**config.mk**
```make
export PLATFORM = sky130hd
export DESIGN_NAME = cmp_count_top
export DESIGN_NICKNAME = d
export VERILOG_FILES = /design/src/cmp_count_pkg.sv /design/src/lane_compare.sv /design/src/ones_counter.sv /design/src/match_accum.sv /design/src/cmp_count_top.sv
export SDC_FILE = /design/constraint.sdc
export NUM_CORES = 1
export LEC_CHECK = 0
export ABC_AREA = 1
export BUFFER_PORTS_ARGS = -buffer_cell sky130_fd_sc_hd__buf_2
export CORE_AREA = 8 8 219 221
export CTS_CLUSTER_SIZE = 30
export DETAILED_ROUTE_END_ITERATION = 6
export DIE_AREA = 0 0 227 229
export PLACE_DENSITY = 0.64
export SKIP_LAST_GASP = 1
export SYNTH_ARGS = -nofsm -noshare
export SYNTH_HDL_FRONTEND = slang
export SYNTH_SLANG_ARGS = --single-unit
```
**constraint.sdc**
```tcl
create_clock -name clk -period 4.6 [get_ports clk]
set_input_delay 0.46 -clock clk [delete_from_list [all_inputs] [get_ports clk]]
set_output_delay 0.46 -clock clk [all_outputs]
set_load 0.02 [all_outputs]
```
**src/cmp_count_pkg.sv**
```systemverilog
package cmp_count_pkg;

  // ========================================================================
  // Geometry of a beat and of the counters
  // ========================================================================

  localparam int lanes   = 16;  // 32-bit words per 512-bit beat
  localparam int lane_w  = 32;  // Lane and threshold width
  localparam int count_w = 5;   // Per-beat hit count, 0 to lanes
  localparam int total_w = 32;  // Running match total

  // ========================================================================
  // Comparison operator
  // ========================================================================

  // Codes 6 and 7 are left unnamed and select no lane at all
  typedef enum logic [2:0] {
    op_eq = 3'd0,  // lane == threshold
    op_ne = 3'd1,  // lane != threshold
    op_lt = 3'd2,  // lane <  threshold
    op_le = 3'd3,  // lane <= threshold
    op_gt = 3'd4,  // lane >  threshold
    op_ge = 3'd5   // lane >= threshold
  } cmp_op_e;

  // ========================================================================
  // Stage payloads, each with its own valid and last
  // ========================================================================

  // Input beat, 2 + 16 * 32 = 514 bits
  typedef struct packed {
    logic                               valid;
    logic                               last;
    logic [lanes-1:0][lane_w-1:0]       data;   // Lane 0 in the low word
  } beat_t;

  // Raw compare result, one less and one equal bit per lane
  typedef struct packed {
    logic                               valid;
    logic                               last;
    logic [lanes-1:0]                   less;
    logic [lanes-1:0]                   equal;
  } flags_t;

  // Per-lane hit after the operator has been applied
  typedef struct packed {
    logic                               valid;
    logic                               last;
    logic [lanes-1:0]                   hit;
  } hits_t;

  // Number of hits in one beat
  typedef struct packed {
    logic                               valid;
    logic                               last;
    logic [count_w-1:0]                 count;
  } count_t;

endpackage

```
**src/lane_compare.sv**
```systemverilog
`timescale 1ns/100ps

module lane_compare (
  input  logic                                      clk,
  input  logic                                      rst_n,
  input  cmp_count_pkg::cmp_op_e                    test_type,
  input  logic [cmp_count_pkg::lane_w-1:0]          test_condition,
  input  cmp_count_pkg::beat_t                      in_beat,
  output cmp_count_pkg::hits_t                      hits
);

  logic [cmp_count_pkg::lanes-1:0]  less_d;
  logic [cmp_count_pkg::lanes-1:0]  equal_d;
  logic [cmp_count_pkg::lanes-1:0]  hit_d;

  cmp_count_pkg::flags_t            flags_q;
  cmp_count_pkg::cmp_op_e           op_q;     // Operator travelling with stage 1

  // ========================================================================
  // Stage 1: unsigned less and equal per lane
  // ========================================================================

  always_comb begin
    for (int i = 0; i < cmp_count_pkg::lanes; i++) begin
      // Bubbles produce all-zero flags
      less_d[i]  = in_beat.valid && (in_beat.data[i] < test_condition);
      equal_d[i] = in_beat.valid && (in_beat.data[i] == test_condition);
    end
  end

  always_ff @(posedge clk) begin
    flags_q.less  <= less_d;
    flags_q.equal <= equal_d;
    op_q          <= test_type;
    if (!rst_n) begin
      flags_q.valid <= 1'b0;
      flags_q.last  <= 1'b0;
    end else begin
      flags_q.valid <= in_beat.valid;
      flags_q.last  <= in_beat.valid & in_beat.last;
    end
  end

  // ========================================================================
  // Stage 2: pick the hit per lane from the registered operator
  // ========================================================================

  always_comb begin
    case (op_q)
      cmp_count_pkg::op_eq: hit_d = flags_q.equal;
      cmp_count_pkg::op_ne: hit_d = ~flags_q.equal;
      cmp_count_pkg::op_lt: hit_d = flags_q.less;
      cmp_count_pkg::op_le: hit_d = flags_q.less | flags_q.equal;
      cmp_count_pkg::op_gt: hit_d = ~(flags_q.less | flags_q.equal);
      cmp_count_pkg::op_ge: hit_d = ~flags_q.less;
      default:              hit_d = '0;   // Codes 6 and 7 match nothing
    endcase
    // Keep bubbles clean for the inverted operators
    if (!flags_q.valid) begin
      hit_d = '0;
    end
  end

  always_ff @(posedge clk) begin
    hits.hit <= hit_d;
    if (!rst_n) begin
      hits.valid <= 1'b0;
      hits.last  <= 1'b0;
    end else begin
      hits.valid <= flags_q.valid;
      hits.last  <= flags_q.last;
    end
  end

  // ========================================================================
  // Checks
  // ========================================================================

  // The operator is sampled with the beat and decoded one cycle later,
  // so an X here would silently turn into a zero count downstream
  a_op_known : assert property (
    @(posedge clk) disable iff (!rst_n)
    in_beat.valid |-> !$isunknown(test_type)
  );

  // Operator must hold while a beat is between the two stages
  a_op_stable : assert property (
    @(posedge clk) disable iff (!rst_n)
    flags_q.valid |-> (test_type == op_q)
  );

endmodule

```
**src/ones_counter.sv**
```systemverilog
`timescale 1ns/100ps

module ones_counter (
  input  logic                    clk,
  input  logic                    rst_n,
  input  cmp_count_pkg::hits_t    hits,
  output cmp_count_pkg::count_t   count
);

  logic [3:0][2:0]  nib_q;    // Hits per group of 4 lanes, 0 to 4
  logic [1:0][3:0]  byte_q;   // Hits per group of 8 lanes, 0 to 8
  logic [1:0]       valid_q;
  logic [1:0]       last_q;

  // ========================================================================
  // Level 1: pairs into nibbles
  // ========================================================================

  always_ff @(posedge clk) begin
    for (int n = 0; n < 4; n++) begin
      nib_q[n] <= {1'b0, 2'(hits.hit[4*n]) + 2'(hits.hit[4*n+1])}
                + {1'b0, 2'(hits.hit[4*n+2]) + 2'(hits.hit[4*n+3])};
    end
  end

  // ========================================================================
  // Level 2: nibbles into bytes
  // ========================================================================

  always_ff @(posedge clk) begin
    for (int b = 0; b < 2; b++) begin
      byte_q[b] <= {1'b0, nib_q[2*b]} + {1'b0, nib_q[2*b+1]};
    end
  end

  // ========================================================================
  // Level 3: final sum
  // ========================================================================

  always_ff @(posedge clk) begin
    count.count <= {1'b0, byte_q[0]} + {1'b0, byte_q[1]};
  end

  // Valid and last ride beside the adder tree
  always_ff @(posedge clk) begin
    if (!rst_n) begin
      valid_q     <= '0;
      last_q      <= '0;
      count.valid <= 1'b0;
      count.last  <= 1'b0;
    end else begin
      valid_q     <= {valid_q[0], hits.valid};
      last_q      <= {last_q[0], hits.last};
      count.valid <= valid_q[1];
      count.last  <= last_q[1];
    end
  end

  // ========================================================================
  // Checks
  // ========================================================================

  a_count_range : assert property (
    @(posedge clk) disable iff (!rst_n)
    count.valid |-> (count.count <= cmp_count_pkg::count_w'(cmp_count_pkg::lanes))
  );

  // Every hit vector comes out as a count three cycles later
  a_count_latency : assert property (
    @(posedge clk) disable iff (!rst_n)
    hits.valid |-> ##3 (count.valid && count.count == $past($countones(hits.hit), 3))
  );

endmodule

```
**src/match_accum.sv**
```systemverilog
`timescale 1ns/100ps

module match_accum (
  input  logic                                  clk,
  input  logic                                  rst_n,
  input  logic                                  clr,
  input  cmp_count_pkg::count_t                 count,
  output logic [cmp_count_pkg::total_w-1:0]     result_count,
  output logic                                  done
);

  logic [cmp_count_pkg::total_w-1:0]  count_ext;

  // ========================================================================
  // Running total
  // ========================================================================

  assign count_ext = {{(cmp_count_pkg::total_w - cmp_count_pkg::count_w){1'b0}},
                      count.count};

  always_ff @(posedge clk) begin
    if (!rst_n) begin
      result_count <= '0;
    end else if (clr) begin
      result_count <= '0;   // New query drops a count arriving now
    end else if (count.valid) begin
      result_count <= result_count + count_ext;
    end
  end

  // ========================================================================
  // Sticky done
  // ========================================================================

  // Set in the same edge that adds the last count, so the total is
  // already final when done is seen high
  always_ff @(posedge clk) begin
    if (!rst_n) begin
      done <= 1'b0;
    end else if (clr) begin
      done <= 1'b0;
    end else if (count.valid && count.last) begin
      done <= 1'b1;
    end
  end

  // ========================================================================
  // Checks
  // ========================================================================

  // Once the last beat has been counted, nothing more may arrive until
  // the next clr; such a beat was sent after last at the input
  a_no_beat_after_last : assert property (
    @(posedge clk) disable iff (!rst_n)
    count.valid |-> !done
  );

endmodule

```
**src/cmp_count_top.sv**
```systemverilog
`timescale 1ns/100ps

module cmp_count_top (
  input  logic                                  clk,
  input  logic                                  rst_n,
  input  logic                                  clr,
  input  cmp_count_pkg::cmp_op_e                test_type,
  input  logic [cmp_count_pkg::lane_w-1:0]      test_condition,
  input  cmp_count_pkg::beat_t                  in_beat,
  output logic [cmp_count_pkg::total_w-1:0]     result_count,
  output logic                                  done
);

  // ========================================================================
  // Stage links
  // ========================================================================

  cmp_count_pkg::hits_t   hits;     // 2 cycles after in_beat
  cmp_count_pkg::count_t  count;    // 3 more cycles

  // Compare every lane and apply the operator
  lane_compare u_lane_compare (
    .clk            (clk),
    .rst_n          (rst_n),
    .test_type      (test_type),
    .test_condition (test_condition),
    .in_beat        (in_beat),
    .hits           (hits)
  );

  // Popcount of the 16 hit bits
  ones_counter u_ones_counter (
    .clk            (clk),
    .rst_n          (rst_n),
    .hits           (hits),
    .count          (count)
  );

  // Total and done, one more cycle
  match_accum u_match_accum (
    .clk            (clk),
    .rst_n          (rst_n),
    .clr            (clr),
    .count          (count),
    .result_count   (result_count),
    .done           (done)
  );

endmodule

```
; Word level (Yosys, flattened, before mapping)
; Cells that the tools add are included.
[classes]
addsub = 16
order_cmp = 16
eq_ne = 21
mux = 1
n_bitwise = 6
reduce_logical = 35
[ops]
columns = operator, count
row1 = 32-bit equality test, 16
row2 = 32-bit < comparator, 16
row3 = 16-bit one-hot mux with 6 select lines, 1
row4 = 16-bit inverter, 3
row5 = 1-bit logical AND, 33
row6 = 32-bit by 5-bit adder with 32-bit output, 1
row7 = 1-bit by 1-bit adder with 2-bit output, 8
row8 = 16-bit bitwise OR, 1
row9 = 2-bit by 2-bit adder with 3-bit output, 4
row10 = 3-bit by 3-bit adder with 4-bit output, 2
row11 = "3-bit by 2-bit equality test with 1-bit output, second input constant", 2
row12 = "3-bit equality test, second input constant", 2
row13 = 4-bit by 4-bit adder with 5-bit output, 1
row14 = "3-bit by 1-bit equality test with 1-bit output, second input constant", 1
row15 = 3-bit logical NOT, 1
row16 = 2-bit OR reduction, 1
row17 = 1-bit bitwise AND, 1
row18 = 1-bit inverter, 1
[word_totals]
ff_bits = 119
input_bits = 552
output_inout_bits = 33
word_cells = 116

; Longest topological paths before layout
; Gate-level depths: netlist of run 1.
[depth]
ltp_word = 3
ltp_mapped = 12
ltp_nobuf = 12

; Modules after synthesis
; A second synthesis of run 1 with hierarchy kept.
[unflattened]
hier_cells = 2494
hier_area_um2 = 17605.6
[modules_own_cells]
columns = module, n_inst, cells_per_inst, area_each_um2, seq_area_each_um2
row1 = lane_compare, 1, 2021, 14104.8, 1101.1
row2 = match_accum, 1, 362, 2278.4, 660.6
row3 = ones_counter, 1, 111, 1222.4, 620.6

; Least setup slack after synthesis of run 1
; OpenSTA, ideal clock, no wires.
[synth_timing]
path_type = register to register
start = register u_match_accum.result_count[0] (netlist bit)
end = register u_match_accum.result_count[14] (netlist bit)
setup_ps = 118
arrival_ps = 1632
slack_ps = 2850
stages_incl_launch_ff = 13
n_path_buf = 0
synth_period_minus_slack_ps = 1750
cell_sequence = dfxtp_1 -> ha_1 -> fa_1 -> nand2_1 -> nand2_1 -> nand3_1 -> nand2_2 -> nand2_1 -> inv_2 -> nand2_1 -> nand2_1 -> nand2_1 -> nor2_1
[synth_via]
elab_chain_len = 1
[synth_rtl]
columns = item, line
row1 = start: declaration, match_accum.sv:8  ; output logic [cmp_count_pkg::total_w-1:0] result_count,
row2 = start signal: assignment, match_accum.sv:27  ; result_count <= result_count + count_ext;
row3 = 32-bit by 5-bit adder with 32-bit output, match_accum.sv:27
; No other way between the ends.
; A chain may end at the register's enable or synchronous reset.

; Worst setup path after layout of run 1
[layout_timing]
start = register u_lane_compare.op_q[1]
end = register u_lane_compare.hits[1] (netlist name)
[layout_via]
elab_chain_len = 2
[layout_rtl]
columns = item, line
row1 = start: declaration, lane_compare.sv:17  ; cmp_count_pkg::cmp_op_e op_q;
row2 = start signal: assignment, lane_compare.sv:34  ; op_q <= test_type;
row3 = 3-bit equality test (tied with other cells), lane_compare.sv:49  ; case (op_q)
row4 = 16-bit one-hot mux with 6 select lines *, lane_compare.sv:49
; Every way passes the cells marked *; elsewhere a longest branch is shown, timed or not.

==> results of run 1 <==
[critical path: stages, from the launching register on]
cell and delay (ns):
dfxtp_1 0.99, nand3_2 0.59, o21ai_0 0.36, a21oi_1 0.10, a21oi_1 0.24
[cells in the final DEF, fill, tap and decap left out, types with 19 or more instances in the layout]
cell      synthesis  layout
nand2_1         645     645
buf_2            10     584
ha_1            535     535
inv_1           294     294
a21oi_1         229     229
nor2_1          209     209
dfxtp_1         119     119
nand3_1          90      90
o21ai_0          51      51
nand4_1          51      51
nor3_1           47      47
o21bai_1         37      37
diode_2           0      24
a21o_1           19      19
[final cells by class]
| type | count | area (sq um) | area share [%] |
|---|---|---|---|
| multi-input cells | 2017 | 13600 | 63.3 |
| well taps | 600 | 751 | 3.49 |
| clock buffers | 17 | 425 | 1.98 |
| inverters | 300 | 1130 | 5.24 |
| flip-flops and latches | 119 | 2380 | 11.1 |
| repair buffers | 598 | 3030 | 14.1 |
| diodes | 24 | 60.1 | 0.280 |
| clock inverters | 15 | 120 | 0.559 |
[power groups by stage]
stage / logic (uW) / registers, uW / clock network [uW]
2_1_floorplan: 887 / 1130 / 0
3_3_place_gp: 1450 / 1140 / 0
3_5_place_dp: 1520 / 1140 / 0
4_1_cts: 1530 / 1120 / 1250
5_1_grt: 1740 / 1130 / 1300
6_report: 1540 / 1120 / 1230
[how the worst min path moves through the flow]
stage,start,to,slack [ns],cells past startpoint
after global routing,test_type[2],u_lane_compare.op_q[2],0.11,1
after CTS,test_type[2],u_lane_compare.op_q[2],0.12,1
after detailed placement,u_lane_compare.flags_q[32],u_lane_compare.hits[16],0.40,2
after global placement,u_lane_compare.flags_q[32],u_lane_compare.hits[16],0.39,2
after floorplan,u_lane_compare.flags_q[32],u_lane_compare.hits[16],0.39,2
final,test_type[2],u_lane_compare.op_q[2],0.13,1
[per-stage QoR]
| step | hold slack [ns] | area [sq um] | total power (uW) | utilization (%) | setup WS (ns) |
|---|---|---|---|---|---|
| after floorplan | 0.390 | 17200 | 2020 | - | 2.85 |
| after global placement | 0.391 | 20900 | 2600 | 46.7 | 1.96 |
| after detailed placement | 0.398 | 20900 | 2660 | 46.7 | 1.89 |
| after CTS | 0.116 | 21400 | 3900 | 47.9 | 2.25 |
| after global routing | 0.113 | 21500 | 4170 | 48.0 | 2.10 |
| final | 0.134 | 21500 | 3890 | 48.1 | 2.21 |
[cell families (layout without fill, tap and decap cells)]
group | Yosys count | after routing
and+or+nand+nor | 1074 | 1074
adders and majority gates | 543 | 543
AOI/OAI and AO/OA | 394 | 394
buffers and inverters | 317 | 930
DFF | 119 | 119
xor gates and xnor gates | 6 | 6
other | 0 | 24
[synth_stat cells, types with 2 or more instances]
library cell | number | share of area (%)
and3_1 | 2 | 0.073
nand2_2 | 9 | 0.33
nand4_1 | 51 | 1.9
buf_2 | 10 | 0.29
nor3_2 | 2 | 0.12
xnor2_1 | 3 | 0.15
o21bai_1 | 37 | 1.6
o21ai_0 | 51 | 1.5
a21o_1 | 19 | 0.83
ha_1 | 535 | 39
inv_2 | 5 | 0.11
a31oi_1 | 12 | 0.44
nand3_1 | 90 | 2.6
o21a_1 | 13 | 0.57
buf_4 | 2 | 0.087
fa_1 | 8 | 0.93
xor2_1 | 3 | 0.15
nor2_1 | 209 | 4.6
inv_1 | 294 | 6.4
nand3_2 | 4 | 0.23
dfxtp_1 | 119 | 14
buf_6 | 4 | 0.26
nor3_1 | 47 | 1.4
nand2_1 | 645 | 14
nor2_4 | 4 | 0.26
nor2_2 | 7 | 0.25
a211oi_1 | 14 | 0.61
o21ai_2 | 6 | 0.31
o21ai_1 | 12 | 0.35
a21oi_1 | 229 | 6.7
[sequential cells by signal (all words and copies together), names as in the netlist]
signal / count
u_ones_counter.last_q: 2
u_lane_compare.hits: 18
u_lane_compare.flags_q: 34
u_ones_counter.valid_q: 2
u_ones_counter.byte_q: 8
u_ones_counter.count: 7
u_ones_counter.nib_q: 12
u_lane_compare.op_q: 3
u_match_accum.result_count: 32
u_match_accum.done: 1
[per-layer routing]
metal / vias up / share of wire (%) / wire length (microns)
li1: 9529 / - / -
met3: 133 / 7.5 / 5910
met4: 28 / 2.5 / 1960
met5: - / 0.22 / 171
met2: 694 / 50 / 39300
met1: 9047 / 40 / 31800
==> reports/metrics.cfg, run 1 <==
[logic_synthesis]
syn_inst=2453
yosysSeqAreaShare_pct=13.8
yosys.area_share.adder_pct=39.8
postSynth.asyncResetShare_pct=0
yosys_most_used_dff=dfxtp_1
synth_top_family_by_area=adder cells
synthMuxAreaShare_pct=0
syn_nets=3548
synth_cell_types=37
synth_compound_area_share_pct=12.9
mappedNetlistArea_sq_um=17200
avgSynthCellArea_sq_um=7.02
synth_simple_gate_area_share_pct=25.9
synth_seq_cells=119
yosysWarnings=0
synth-xor-area-share_pct=0.305
synth_edf_count=0

[critical_path]
crit_arrival_ns=2.71
r2r-end=u_lane_compare.hits[1]
reg2reg_slack_ns=2.21
cp-start-kind=flop
path_class=flop to flop
r2r_cells=4
r2r-start=u_lane_compare.op_q[1]
critPathMaxFanout=20
startpoint=u_lane_compare.op_q[1]
worst_ep_required_time_ns=4.92
worst_setup_path_end_kind=flop
crit_path_end=u_lane_compare.hits[1]

[cells_and_area]
stdcell_count=3690
drive_above_1_share_pct=21.8
area_growth_syn_to_layout_pct=24.8
nets=4148
nFillCells=4573

[power_and_ir_drop]
ir_drop_mv=0.282
pwr-share-comb_pct=39.5
switching_power_uw=1470
swShare_pct=37.8
power.density_nw_per_um2=181
intPower_uw=2420
p_leak_uw=0.0121
power_frac_seq_pct=28.8
p_clk_share_pct=31.6

[grt]
met1_usage_pct=34.1
grt_pass1_wl_microns=115000
grt_usage_pct=29.3
grtUsageMet2_pct=52.5
busiest_layer=met2
grt_remaining_overflow=0
grt_antenna_before_repair=42
grt_use_met3_pct=6.85
grt_pass1_vias=19261
grt_max_degree=25

[routing]
first_pass_iters=5
routed_wl_microns=79100
post_drt_wl_per_cell_microns=21.4
drc=0
ant_nets=0
vias=19431
viasPerCell=5.27
drtIter0Drc=1348

[sta]
tightest_slew_ns=1.07
slew_viol_final=0
tns_ns=0
finalHoldViolCount=0
skew_ns=0.00947
slew-limit-headroom_pct=28.6
max_freq_mhz=418
finalCritPeriodShare_pct=52.0
layout_min_cycle_time_ns=2.39
rsz0062_at_grt=no
setup_violations=0

[die]
rows=78
die_w_microns=227
die_h_microns=229
start_util_pct=38.5
coreArea_sq_um=44700
ioPinCount=585
die-area_sq_um=52000

[clock_network]
hold_buffers=0
clock_sinks=119
cts_root_buf=clkbuf_16
h-tree-depth=4
cts_made_buffers=17
clock_path_buffers=2
post_cts_buffers=0
path_clk_slew_ns=0.06
clk_latency_ns=0.42
cts_resized=0
tritoncts=built

[worst_hold_path]
hold_path_class=input port to flop

[outcome]
status=complete, no violations

[placed_design]
placed_cells=3634
place.gp.congestion=1.04
io_buffers=584
place.detailed.hpwl_microns=68800

[flow_run]
maxCapViolations=0

Power figures use the tool's default switching activity.
==> inputs of run 2 (changes only) <==
Settings changed: ABC_AREA 1 to 0, CORE_AREA 8 8 219 221 to 8 8 224 226, DIE_AREA 0 0 227 229 to 0 0 232 234, PLACE_DENSITY 0.64 to 0.61.
Clock period 4.6 ns to 2.1 ns, I/O delays scaled along.
==> reports/metrics.cfg, run 2 <==
[die]
rows=80
ioPinCount=585
die_w_microns=232
die-area_sq_um=54300
coreArea_sq_um=46800
die_h_microns=234
start_util_pct=34.3

[sta]
worst_slack_ns=0.100
slew_viol_final=0
max_freq_mhz=500
skew_ns=0.0159
rsz0062_at_grt=yes
finalCritPeriodShare_pct=95.2
slew-limit-headroom_pct=43.6
tightest_slew_ns=0.847
setup_violations=0
layout_min_cycle_time_ns=2.00
tns_ns=0
finalHoldViolCount=0

[cells_and_area]
design_area_sq_um=21700
max_flop_register=u_lane_compare.flags_q
reg.largest.list=u_lane_compare.flags_q x34, u_match_accum.result_count x32, u_lane_compare.hits x18
nets=3684
drive_above_1_share_pct=29.4
layout_commonest_cell=buf_2
largest_reg_flops=34
area_growth_syn_to_layout_pct=35.2
layout_common_cells=buf_2, ha_1, a21oi_1

[placed_design]
io_buffers=584
place.detailed.hpwl_microns=66800
place.gp.congestion=0.972
dp_slack_ns=-0.230
place_area_sq_um=20900

[logic_synthesis]
yosys_most_used_dff=dfxtp_1
postSynth.asyncResetShare_pct=0
synth.largest_area_cell=ha_1
syn_nets=2979
synth_seq_cells=119
synthTopCellsByCount=ha_1, a21oi_1, nand2_1, dfxtp_1, nand4_1
synth_cell_types=53
synth_top_area_share_pct=41.7
synth_edf_count=0
synth_most_common_cell=ha_1
mappedNetlistArea_sq_um=16000
avgSynthCellArea_sq_um=8.52
yosysSeqAreaShare_pct=14.8
ys_top_cells_by_area=ha_1, dfxtp_1, a21oi_1
yosysWarnings=0
syn_inst=1884

[outcome]
status=complete, no violations

[critical_path]
worst_setup_path_end_kind=flop
startpoint=u_match_accum.result_count[0]
cp_cell_sequence=ha_1 -> fa_1 -> a211oi_2 -> o21bai_4 -> buf_4 -> nand3_1 -> xor2_1 -> nor2_1
worst_ep_required_time_ns=2.38
critPathMaxFanout=5
path_class=flop to flop
cp-start-kind=flop
crit_arrival_ns=2.28
r2r-start=u_match_accum.result_count[0]
worst_path_largest_cell_delay_ns=0.41
slowest_stage=fa_1

[clock_network]
h-tree-depth=4
cts_made_buffers=17
clk_latency_ns=0.42
clock_path_buffers=2
tritoncts=built
cts_root_buf=clkbuf_16
path_clk_slew_ns=0.06
clock_sinks=119

[power_and_ir_drop]
power_uw=9200
ir_drop_mv=0.600
p_leak_uw=0.0111
power.density_nw_per_um2=424

[routing]
first_pass_iters=5
vias=17667
drc=0
post_drt_wl_per_cell_microns=23.2
drtIter0Drc=954
ant_nets=0
viasPerCell=5.45
routed_wl_microns=75200

[grt]
grt_pass1_wl_microns=109000
grt_remaining_overflow=0
grt_max_degree=50
grt_antenna_before_repair=35
grt_usage_pct=26.4
grt_pass1_vias=18178

[worst_hold_path]
hold_start=in_beat[512]
hold_path_class=input port to flop

[flow_run]
maxCapViolations=0

[run 2: cell count changes after synthesis, sizes merged, moves of 16 or more]
cell / delta
nand3: -62
nand4: +56
o21bai: -34
o21a: +31
nor2: -133
inv: -199
nor2b: +55
o211ai: +16
nor4: +48
a211oi: +30
a21o: +34
nand2: -520
clkbuf: +21
[run 2: repair_timing]
| action | in CTS | in global routing |
|---|---|---|
| gates resized for setup | 1 | 5 |
| endpoints found under the setup margin | 1 | 15 |
| hold buffers | 3 | 0 |
| hold endpoints to repair | 3 | 0 |
| buffers inserted | 0 | 3 |
| pin swaps | 0 | 3 |
[run 2: through the flow]
stage / hold slack [ns] / utilization [%] / cells
4_1_cts: 0.0279 / 46.1 / 3214
3_5_place_dp: 0.334 / 44.7 / 3179
2_1_floorplan: 0.238 / - / 1884
6_report: 0.0492 / 46.3 / 3239
5_1_grt: 0.0574 / 46.3 / 3233
3_3_place_gp: 0.343 / 44.7 / 3179
[run 2: final timing paths]
| check | end | slack (ns) | depth (start not counted) |
|---|---|---|---|
| worst max-delay path | u_match_accum.result_count[8] | 0.10 | 8 |
| worst min-delay path | u_lane_compare.flags_q[32] | 0.05 | 2 |
| worst max register to register | u_match_accum.result_count[8] | 0.10 | 8 |
| worst min register to register | u_ones_counter.valid_q[0] | 0.43 | 1 |
[run 2: cell type report]
type                    instances  area (sq um)
flip-flops and latches        119          2380
repair buffers                713          4260
clock buffers                  19           453
fillers                      4573         25100
well taps                     615           769
multi-input cells            1638         13200
inverters                     100           375
diodes                         22          55.1
clock inverters                13           193
[run 2: cell families (layout without fill, tap and decap cells)]
kind of cell | Yosys count | count (layout) | share of synthesized area [%]
flip-flops | 119 | 119 | 14.8
buffers and inverters | 127 | 845 | 2.99
XOR/XNOR | 23 | 23 | 1.26
adder cells (fa/ha/maj) | 543 | 543 | 42.7
other | 0 | 22 | 0
AND/OR/NAND/NOR | 571 | 571 | 18.8
multiplexers | 2 | 2 | 0.125
AO/OA/AOI/OAI | 499 | 499 | 19.3
[run 2: power breakdown]
| group | total [uW] | switching [uW] | internal, uW |
|---|---|---|---|
| registers | 2450 | 75.4 | 2380 |
| clock network | 3220 | 1150 | 2070 |
| logic | 3520 | 1900 | 1620 |
| total | 9200 | 3130 | 6070 |
[run 2: critical path, delay by kind of cell, from the launching register on]
family	cells	cell delay, ns
DFF	1	0.32
adders and majority gates	2	0.64
xor gates and xnor gates	1	0.15
buffers and inverters	1	0.16
AOI/OAI and AO/OA	2	0.46
and+or+nand+nor	2	0.14
[run 2: per-layer routing]
layer | GRT usage [%] | up-vias | wire (microns)
met2 | 48.2 | 566 | 38200
li1 | - | 8632 | -
met3 | 5.33 | 161 | 4010
met4 | 11.3 | 28 | 3120
met1 | 29.5 | 8280 | 29700
met5 | 0 | - | 171
==> inputs of run 3 (changes only) <==
Settings changed: RECOVER_POWER from default to 50.
==> reports/metrics.cfg, run 3 (synthesis results as in run 2) <==
[power_and_ir_drop]
ir_drop_mv=0.597
power_uw=9190
power.density_nw_per_um2=424
p_leak_uw=0.0109

[routing]
first_pass_iters=5
dr_wl_met2_microns=38200
wl_met3_microns=4060
wl_met1_microns=29600
post_drt_wl_per_cell_microns=23.2
drtIter0Drc=951
drc=0
routed_wl_microns=75200
ant_nets=0
vias=17686
viasPerCell=5.46
highest_layer=met5

[grt]
grt_max_degree=50
grt_usage_pct=26.4
grt_remaining_overflow=0
grt_pass1_vias=18178
grt_antenna_before_repair=35
grt_pass1_wl_microns=109000

[die]
die_h_microns=234
die_w_microns=232
start_util_pct=34.3
rows=80
coreArea_sq_um=46800
ioPinCount=585
die-area_sq_um=54300

[critical_path]
crit_arrival_ns=2.28
cp-start-kind=flop
critPathMaxFanout=5
r2r-end=u_match_accum.result_count[8]
crit_path_end=u_match_accum.result_count[8]
r2r_cells=8
startpoint=u_match_accum.result_count[0]
cp_cell_sequence=ha_1 -> fa_1 -> a211oi_2 -> o21bai_4 -> buf_4 -> nand3_1 -> xor2_1 -> nor2_1
cp.depth=8
worst_ep_required_time_ns=2.38
slowest_stage=fa_1
reg2reg_slack_ns=0.1
path_class=flop to flop
worst_setup_path_end_kind=flop
r2r-start=u_match_accum.result_count[0]
worst_path_largest_cell_delay_ns=0.41
critical-path-top-delay-family=adder cells
cp_num_buf_inv=1

[sta]
max_freq_mhz=499
tightest_slew_ns=1.03
finalHoldViolCount=0
finalCritPeriodShare_pct=95.4
layout_min_cycle_time_ns=2.00
slew-limit-headroom_pct=31.5
skew_ns=0.0163
setup_violations=0
slew_viol_final=0
rsz0062_at_grt=yes

[placed_design]
place.gp.congestion=0.972
place.detailed.hpwl_microns=66800
place_area_sq_um=20900
placed_cells=3179
io_buffers=584

[clock_network]
path_clk_slew_ns=0.06
clock_path_buffers=2
clk_latency_ns=0.42
tritoncts=built
h-tree-depth=4
clock_sinks=119
cts_made_buffers=17
cts_root_buf=clkbuf_16

[cells_and_area]
utilization_pct=46.2
layout_common_cells=buf_2, ha_1, a21oi_1
reg.largest.list=u_lane_compare.flags_q x34, u_match_accum.result_count x32, u_lane_compare.hits x18
layout_commonest_cell=buf_2
stdcell_count=3240
max_flop_register=u_lane_compare.flags_q
nets=3684
drive_above_1_share_pct=28.1
area_growth_syn_to_layout_pct=34.9
largest_reg_flops=34
design_area_sq_um=21700

[flow_run]
maxCapViolations=0

[worst_hold_path]
hold_path_class=input port to flop

[outcome]
status=complete, no violations

==> run 3: cell count changes in the layout (fill, tap and decap cells not counted), sizes merged <==
| cell | before | now |
|---|---|---|
| clkbuf | 19 | 55 |
| buf | 710 | 674 |
| diode | 22 | 23 |
==> run 3: how the worst min path moves through the flow <==
stage	startpoint	to	cells after the start
after global routing	in_beat[512]	u_lane_compare.flags_q[32]	2
after global placement	test_type[0]	u_lane_compare.op_q[0]	1
after CTS	in_beat[512]	u_lane_compare.flags_q[32]	2
after detailed placement	test_type[0]	u_lane_compare.op_q[0]	1
after floorplan	test_type[0]	u_lane_compare.op_q[0]	0
final	in_beat[512]	u_lane_compare.flags_q[32]	2
==> run 3: area by class of cell <==
type                       count  area (sq um)
tap                          615           769
clock inverter                13           193
timing repair buffer         713          4210
sequential                   119          2380
clock buffer                  19           453
multi-input combinational   1638         13200
fill                        4596         25200
antenna                       23          57.6
inverter                     100           375
==> run 3: metal layers <==
| layer | vias to the layer above | global-route usage [%] |
|---|---|---|
| li1 | 8636 | - |
| met1 | 8272 | 29.5 |
| met2 | 583 | 48.2 |
| met3 | 167 | 5.33 |
| met4 | 28 | 11.3 |
| met5 | - | 0 |
==> run 3: metrics by stage <==
step                      hold WS, ns  setup slack, ns  setup TNS [ns]
final                          0.0488           0.0974               0
after global routing           0.0574          -0.0147         -0.0441
after CTS                      0.0279           0.0203               0
after detailed placement        0.334           -0.230           -1.66
after global placement          0.343           -0.235          -0.747
after floorplan                 0.238           0.0769               0
==> run 3: what timing repair did <==
| item | 4_1_cts | 5_1_grt |
|---|---|---|
| setup buffers | 0 | 3 |
| cloned | 0 | 0 |
| endpoints found under the hold margin | 3 | 0 |
| resized for setup | 1 | 5 |
| pin swaps | 0 | 3 |
| hold buffers | 3 | 0 |
| setup endpoints to repair | 1 | 15 |
==> run 3: power by group <==
| part | internal (uW) | switching [uW] |
|---|---|---|
| combinational | 1620 | 1900 |
| sequential | 2380 | 75.1 |
| clock | 2070 | 1150 |
| total | 6060 | 3130 |
